## src/padframe_macros.svh

```systemverilog
// Pad count, mode-word layout and synchronizer depth, included by the package and RTL files
`ifndef PADFRAME_MACROS_SVH
`define PADFRAME_MACROS_SVH

`define PAD_COUNT       8	// Digital user pads in this slice
`define PAD_IDX_W       3	// Pad index width
`define CFG_W           5	// Mode word width

// Mode word layout
`define CFG_OEB_BIT     0	// Output enable, active low
`define CFG_INP_DIS_BIT 1	// Input disable
`define CFG_DM_LSB      2	// Drive mode lsb
`define DM_W            3	// Drive mode width

// Output off, input on, drive mode 1 (floating input)
`define CFG_RESET_WORD  5'b001_01

`define SYNC_STAGES     2	// Pad input synchronizer depth

`endif

```

## src/padframe_pkg.sv

```systemverilog
// Shared types for the user padframe slice, imported by every RTL file
`include "padframe_macros.svh"

package padframe_pkg;

	// Pad select on the config port
	typedef logic [`PAD_IDX_W-1:0] pad_idx_t;

	// One pad mode word {dm, inp_dis, oeb}
	typedef logic [`CFG_W-1:0] pad_cfg_t;

	// Drive mode field
	// 0 analog, 1 float in, 2 pull-down, 3 pull-up, 4..7 drive
	typedef logic [`DM_W-1:0] dm_t;

	typedef logic [`PAD_COUNT-1:0] pad_vec_t;	// One bit per pad

	// Config receiver FSM
	typedef enum logic [1:0] {
		RX_IDLE    = 2'd0,	// Waiting for cfg_req
		RX_ACCESS  = 2'd1,	// One-cycle strobe to the bank
		RX_ACK     = 2'd2,	// Ack high, waiting for req to drop
		RX_RELEASE = 2'd3	// Req seen low, ack drops next edge
	} rx_state_t;

endpackage

```

## src/cfg_bus_if.sv

```systemverilog
// Internal config access bus between the handshake receiver and the mode register bank
interface cfg_bus_if import padframe_pkg::*; ();

	logic     acc_valid;	// Single-cycle access strobe
	logic     acc_we;	// Write qualifier, only with acc_valid
	pad_idx_t acc_addr;	// Pad select
	pad_cfg_t acc_wdata;	// New mode word
	pad_cfg_t acc_rdata;	// Read word, cycle after the strobe

	// Handshake side issues accesses
	modport receiver (
		output acc_valid,
		output acc_we,
		output acc_addr,
		output acc_wdata,
		input  acc_rdata
	);

	// Register side answers them
	modport bank (
		input  acc_valid,
		input  acc_we,
		input  acc_addr,
		input  acc_wdata,
		output acc_rdata
	);

endinterface

```

## src/cfg_receiver.sv

```systemverilog
// Four-phase req/ack slave for the management config port, one bank access per request
`include "padframe_macros.svh"

module cfg_receiver import padframe_pkg::*; (
	input  logic      clock,
	input  logic      reset,
	input  logic      cfg_req,
	input  logic      cfg_we,
	input  pad_idx_t  cfg_addr,
	input  pad_cfg_t  cfg_wdata,
	output logic      cfg_ack,
	output pad_cfg_t  cfg_rdata,
	cfg_bus_if.receiver acc
);

	rx_state_t state;
	rx_state_t state_nxt;
	logic      we_q;	// Request fields, latched at req
	pad_idx_t  addr_q;
	pad_cfg_t  wdata_q;

	always_comb begin
		state_nxt = state;
		case (state)
			RX_IDLE: begin
				if (cfg_req) begin
					state_nxt = RX_ACCESS;
				end
			end
			RX_ACCESS: state_nxt = RX_ACK;	// Strobe lasts one cycle
			RX_ACK: begin
				if (!cfg_req) begin	// Master saw ack
					state_nxt = RX_RELEASE;
				end
			end
			default: state_nxt = RX_IDLE;	// RX_RELEASE
		endcase
	end

	always_ff @(posedge clock) begin
		if (reset) begin
			state <= RX_IDLE;
			cfg_ack <= 1'b0;
		end else begin
			state <= state_nxt;
			if (state == RX_ACCESS) begin
				cfg_ack <= 1'b1;	// Bank read word lands on this edge too
			end else if (state == RX_RELEASE) begin
				cfg_ack <= 1'b0;	// One cycle after req seen low
			end
		end
	end

	// Master holds the fields until ack, grab them once
	always_ff @(posedge clock) begin
		if (state == RX_IDLE && cfg_req) begin
			we_q    <= cfg_we;
			addr_q  <= cfg_addr;
			wdata_q <= cfg_wdata;
		end
	end

	assign acc.acc_valid = (state == RX_ACCESS);
	assign acc.acc_we    = (state == RX_ACCESS) && we_q;	// Never outside the strobe
	assign acc.acc_addr  = addr_q;
	assign acc.acc_wdata = wdata_q;

	// Bank read register only moves on a read strobe, so it is steady for the whole ack phase
	assign cfg_rdata = acc.acc_rdata;

	a_ack_needs_req: assert property (@(posedge clock) disable iff (reset)
		$rose(cfg_ack) |-> cfg_req);
	// New request only once the previous ack has dropped
	a_req_after_ack_low: assert property (@(posedge clock) disable iff (reset)
		$rose(cfg_req) |-> !cfg_ack);

endmodule

```

## src/pad_cfg_bank.sv

```systemverilog
// Per-pad mode word registers, written and read over the config bus, fed flat to the pad ring
`include "padframe_macros.svh"

module pad_cfg_bank import padframe_pkg::*; (
	input  logic clock,
	input  logic reset,
	cfg_bus_if.bank acc,
	output logic [`PAD_COUNT*`CFG_W-1:0] pad_cfg_flat
);

	pad_cfg_t cfg_q [`PAD_COUNT];	// Live mode words
	pad_cfg_t rdata_q;	// Readback holding register

	// Mode words, reset to a safe input-only state
	always_ff @(posedge clock) begin
		if (reset) begin
			for (int i = 0; i < `PAD_COUNT; i++) begin
				cfg_q[i] <= `CFG_RESET_WORD;
			end
		end else if (acc.acc_valid && acc.acc_we) begin
			cfg_q[acc.acc_addr] <= acc.acc_wdata;	// Visible on pins next cycle
		end
	end

	// Read word appears the cycle after the strobe
	always_ff @(posedge clock) begin
		if (acc.acc_valid && !acc.acc_we) begin
			rdata_q <= cfg_q[acc.acc_addr];
		end
	end

	assign acc.acc_rdata = rdata_q;	// Held until the next read

	// Flatten for the pad ring, pad 0 in the low bits
	always_comb begin
		for (int i = 0; i < `PAD_COUNT; i++) begin
			pad_cfg_flat[i*`CFG_W +: `CFG_W] = cfg_q[i];
		end
	end

	// Write qualifier comes only with the receiver strobe
	a_we_in_strobe: assert property (@(posedge clock) disable iff (reset)
		acc.acc_we |-> acc.acc_valid);

endmodule

```

## src/pad_ring.sv

```systemverilog
// Applies mode words and power-on gating to the user pad pins and syncs pad inputs to the core
`include "padframe_macros.svh"

module pad_ring import padframe_pkg::*; (
	input  logic     clock,
	input  logic     reset,
	input  logic     porb_h,	// Power good, low gates every pad
	input  logic [`PAD_COUNT*`CFG_W-1:0] pad_cfg_flat,
	input  pad_vec_t io_out,	// Core output data
	input  pad_vec_t pad_in,	// Raw pin level, async to clock
	output pad_vec_t pad_oe,
	output pad_vec_t pad_out,
	output pad_vec_t pad_pu,
	output pad_vec_t pad_pd,
	output pad_vec_t io_in
);

	pad_vec_t oeb;
	pad_vec_t inp_dis;
	dm_t      dm [`PAD_COUNT];
	pad_vec_t sync_q [`SYNC_STAGES];	// Stage 0 faces the pin

	// Split the flat mode words into fields
	always_comb begin
		for (int i = 0; i < `PAD_COUNT; i++) begin
			oeb[i]     = pad_cfg_flat[i*`CFG_W + `CFG_OEB_BIT];
			inp_dis[i] = pad_cfg_flat[i*`CFG_W + `CFG_INP_DIS_BIT];
			dm[i]      = pad_cfg_flat[i*`CFG_W + `CFG_DM_LSB +: `DM_W];
		end
	end

	// Pin controls, all forced off without porb_h
	always_comb begin
		for (int i = 0; i < `PAD_COUNT; i++) begin
			// Modes 4..7 have the dm msb set
			pad_oe[i] = porb_h && !oeb[i] && dm[i][`DM_W-1];
			pad_out[i] = porb_h && io_out[i];
			pad_pu[i]  = porb_h && (dm[i] == dm_t'(3));	// Input with pull-up
			pad_pd[i]  = porb_h && (dm[i] == dm_t'(2));	// Input with pull-down
		end
	end

	// Input synchronizer
	always_ff @(posedge clock) begin
		if (reset) begin
			for (int s = 0; s < `SYNC_STAGES; s++) begin
				sync_q[s] <= '0;
			end
		end else begin
			sync_q[0] <= pad_in;
			for (int s = 1; s < `SYNC_STAGES; s++) begin
				sync_q[s] <= sync_q[s-1];
			end
		end
	end

	// Core input, blanked for disabled inputs and analog mode
	always_comb begin
		for (int i = 0; i < `PAD_COUNT; i++) begin
			io_in[i] = porb_h && !inp_dis[i] && (dm[i] != '0)
				&& sync_q[`SYNC_STAGES-1][i];
		end
	end

	// Driver and pulls never on together on one pad
	a_no_drive_with_pull: assert property (@(posedge clock) disable iff (reset)
		(pad_oe & (pad_pu | pad_pd)) == '0);

endmodule

```

## src/user_padframe.sv

```systemverilog
// Top of the user padframe slice, config port plus digital pad pins as plain ports
`include "padframe_macros.svh"

module user_padframe import padframe_pkg::*; (
	input  logic     clock,
	input  logic     reset,
	input  logic     porb_h,	// Power-on good from the 3.3V domain

	// Management config port, four-phase
	input  logic     cfg_req,
	input  logic     cfg_we,
	input  pad_idx_t cfg_addr,
	input  pad_cfg_t cfg_wdata,
	output logic     cfg_ack,
	output pad_cfg_t cfg_rdata,

	// Core side of the user pads
	input  pad_vec_t io_out,
	output pad_vec_t io_in,

	// Pin side, split instead of inout
	input  pad_vec_t pad_in,
	output pad_vec_t pad_oe,
	output pad_vec_t pad_out,
	output pad_vec_t pad_pu,
	output pad_vec_t pad_pd
);

	cfg_bus_if cfg_bus ();	// Receiver to bank
	logic [`PAD_COUNT*`CFG_W-1:0] pad_cfg_flat;	// All mode words

	cfg_receiver u_rx (
		.clock     (clock),
		.reset     (reset),
		.cfg_req   (cfg_req),
		.cfg_we    (cfg_we),
		.cfg_addr  (cfg_addr),
		.cfg_wdata (cfg_wdata),
		.cfg_ack   (cfg_ack),
		.cfg_rdata (cfg_rdata),
		.acc       (cfg_bus.receiver)
	);

	pad_cfg_bank u_bank (
		.clock        (clock),
		.reset        (reset),
		.acc          (cfg_bus.bank),
		.pad_cfg_flat (pad_cfg_flat)
	);

	pad_ring u_ring (
		.clock        (clock),
		.reset        (reset),
		.porb_h       (porb_h),
		.pad_cfg_flat (pad_cfg_flat),
		.io_out       (io_out),
		.pad_in       (pad_in),
		.pad_oe       (pad_oe),
		.pad_out      (pad_out),
		.pad_pu       (pad_pu),
		.pad_pd       (pad_pd),
		.io_in        (io_in)
	);

endmodule

```

## config.mk

```make
export PLATFORM = sky130hd
export DESIGN_NAME = user_padframe
export DESIGN_NICKNAME = d
export VERILOG_FILES = /design/src/padframe_pkg.sv /design/src/cfg_bus_if.sv /design/src/cfg_receiver.sv /design/src/pad_cfg_bank.sv /design/src/pad_ring.sv /design/src/user_padframe.sv
export VERILOG_INCLUDE_DIRS = /design/src /design/src/src
export SDC_FILE = /design/constraint.sdc
export NUM_CORES = 1
export LEC_CHECK = 0
export BUFFER_PORTS_ARGS = -buffer_cell sky130_fd_sc_hd__buf_2
export CORE_UTILIZATION = 48
export DETAILED_ROUTE_END_ITERATION = 8
export PLACE_DENSITY_LB_ADDON = 0.1
export SKIP_CTS_REPAIR_TIMING = 1
export SKIP_LAST_GASP = 1
export SYNTH_ARGS = -nofsm -noshare
export SYNTH_HDL_FRONTEND = slang
export SYNTH_SLANG_ARGS = --single-unit
```

## constraint.sdc

```tcl
create_clock -name clock -period 1.9 [get_ports clock]
set_input_delay 0.19 -clock clock [delete_from_list [all_inputs] [get_ports clock]]
set_output_delay 0.19 -clock clock [all_outputs]
set_load 0.005 [all_outputs]
```

==> results.sh <==
export IMPL_status="finished, final reports clean"
export IMPL_post_route_period_util=0.930
export IMPL_synth_xor_area_share=0
export IMPL_antenna_found_initial=0
export IMPL_setup_viol=0
export IMPL_layout_setup_ws_ps=134
export IMPL_tns_ps=0
export IMPL_grt_first_pass_wirelength_um=11000
export IMPL_grt_overflow=0
export IMPL_mostFrequentLayoutCells="buf_2 (74), edfxtp_1 (54), and2_1 (33), nor3_1 (26), nand2_1 (25)"
export IMPL_cts_max_level=3
export IMPL_cts_root_buf="clkbuf_8"
export IMPL_p_sw_w=0.000863
export IMPL_path_clk_slew_ps=70
export IMPL_synth_cell_types=29
export IMPL_max_freq_mhz=566
export IMPL_netlist_instances=269
export IMPL_crit_arrival_ps=1760
export IMPL_grt_start_max_net_pins=22
export IMPL_numClockSinks=73
export IMPL_final_fill_count=556
export IMPL_wl_met2_um=3170
export IMPL_worst_setup_path_type="reg2reg"
export IMPL_netSwitchingFraction=0.244
export IMPL_grt_use_total=0.209
export IMPL_drcViolationCount=0
export IMPL_final_core_util=0.617
export IMPL_place_ws_ps=147
export IMPL_wire_per_inst_um=16.2
export IMPL_insertion_delay_ps=340
export IMPL_rsz0062_at_grt="false"
export IMPL_drt_met1_wl_um=3120
export IMPL_nets=387
export IMPL_initialDrtViolationCount=168
export IMPL_internal_power_w=0.00268
export IMPL_syn2layout_area_growth_pct=20.8
export IMPL_num_io_pins=75
export IMPL_syn_area_um2=3320
export IMPL_die_area_um2=7240
export IMPL_dr_pass1_iters=6
export IMPL_synth_top_family_by_area="simple AND/OR/NAND/NOR gates"
export IMPL_cts_tree="built"
export IMPL_syn_avg_cell_area_um2=12.3
export IMPL_layout_commonest_cell="buf_2"
export IMPL_io_buffers=74
export IMPL_ys_seq_area_frac=0.604
export IMPL_dp_hpwl_um=5190
export IMPL_dr_wl_met3_um=607
export IMPL_setup_worst_path_start_class="flip-flop"
export IMPL_fin_skew_ps=9.78
export IMPL_grt_pass1_vias=2156
export IMPL_peakVddDrop_uv=486
export IMPL_min_path_type="in2reg"
export IMPL_die_h_um=85.1
export IMPL_synth_compound_area_share=0.0132
export IMPL_clockPowerShare=0.330
export IMPL_layout_cells_non_filler=436
export IMPL_die_x_um=85.1
export IMPL_worst_slew_pin_slew_ps=535
export IMPL_viasPerCell=5.38
export IMPL_coreArea_um2=6490
export IMPL_drive_above_1_share=0.312
export IMPL_combPwrFrac=0.126
export IMPL_initial_core_util=0.510
export IMPL_yosysWarnings=0
export IMPL_clockBufferDepth=2
export IMPL_hold_viol=0
export IMPL_ys_ff_latch=73
export IMPL_cap_violations=0
export IMPL_crit_path_end_kind="flip-flop"
export IMPL_maxSlewViolCount=0
export IMPL_period_minus_slack_ps=1770
export IMPL_vias=2346
export IMPL_placed_cells=420
export IMPL_pwr_density_cell_nw_per_um2=884
export IMPL_slew_headroom=0.643
export IMPL_routed_wl_um=7040
export IMPL_crit_fanout=8
export IMPL_synth_fa_ha_area_frac=0.0151
export IMPL_n_antenna_cell=0
export IMPL_rows=29
export IMPL_synthSimpleGateAreaFrac=0.251
export IMPL_tritoncts_num_buffers=9
export IMPL_p_seq_frac=0.544
export IMPL_ant_nets=0
export IMPL_syn_nets=302
export IMPL_highest_layer="met4"
export IMPL_cp_required_ps=1890
export IMPL_routabilityCongestion=0.836
export IMPL_power_leakage_nw=1.53
export IMPL_synth_mux_area_fraction=0.0955
final cells by class:
cell class                      instances  area [um2]  share of cell area
Sequential cell                        73        2000               0.500
Multi-Input combinational cell        180        1240               0.310
Timing Repair Buffer                   86         460               0.115
Clock buffer                           13         149              0.0372
Tap cell                               77        96.3              0.0240
Clock inverter                          3        40.0             0.00999
Inverter                                4        15.0             0.00375
worst paths after layout:
kind,startpoint,to,slack (ps),cells after the start
setup reg to reg,u_rx.acc.acc_addr[2],u_bank.cfg_q[2][2],130,2
setup / recovery,u_rx.acc.acc_addr[2],u_bank.cfg_q[2][2],130,2
hold reg to reg,u_ring.sync_q[0][3],u_ring.sync_q[0][11],430,1
hold / removal,cfg_wdata[0],u_rx.acc.acc_wdata[0],20,1
cell usage after synthesis:
master     number  area share
mux2i_1         2      0.0060
buf_1           1      0.0011
o21ai_0         6      0.0091
nand2_1        25       0.028
clkbuf_1        8      0.0091
nor4b_1         1      0.0026
or3_1          12       0.023
nand4bb_1       1      0.0034
mux2_2          5       0.017
inv_1           4      0.0045
and2_1         33       0.062
buf_6           1      0.0034
ha_1            4       0.015
edfxtp_1       54        0.49
a21oi_1         1      0.0015
mux4_1          4       0.032
buf_2           2      0.0030
or4b_1          1      0.0030
mux4_2          6       0.041
nor3b_1         9       0.020
nand3b_1        1      0.0023
or2_2           2      0.0038
nor3_1         26       0.039
dfxtp_1        19        0.11
nand2b_1        5      0.0094
o31a_1          1      0.0026
nand4b_1        1      0.0026
nor2_1         17       0.019
nor2b_1        17       0.032
per-stage QoR:
step / hold WS, ps / power (W) / cell area [um2]
after floorplan: 289 / 0.00223 / 3320
after global placement: 367 / 0.00240 / 3820
after detailed placement: 368 / 0.00241 / 3820
after CTS: 4.26 / 0.00357 / 4010
after global routing: 1.04 / 0.00368 / 4010
final: 23.2 / 0.00354 / 4010
flip-flops by register name, summed over array words and instances, names as in the netlist:
register and count:
u_bank.cfg_q 40, u_ring.sync_q 16, u_bank.acc.acc_rdata 5, u_rx.acc.acc_wdata 5, u_rx.acc.acc_addr 3, u_rx.state 2
u_rx.cfg_ack 1, u_rx.we_q 1
power groups by stage:
stage	Combinational (W)	Sequential, W	Clock, W
after detailed placement	0.000447	0.00196	0
after CTS	0.000449	0.00193	0.00119
after global placement	0.000438	0.00196	0
after floorplan	0.000313	0.00191	0
after global routing	0.000495	0.00194	0.00125
final	0.000446	0.00193	0.00117
routing by layer:
layer | vias up | track usage
met5 | - | 0
met4 | 0 | 0.126
met3 | 11 | 0.0418
met2 | 128 | 0.309
met1 | 1078 | 0.286
li1 | 1129 | -
critical path, stage by stage (launching register included):
cell and delay [ps]:
edfxtp_1 370, or4b_1 650, o21ai_1 400
cell families after synthesis:
family	after synthesis
flops	73
buf+inv	16
simple gates	151
fa+ha+maj	4
compound gates	8
mux	17
Note: power is estimated with default switching activity, not from simulation.
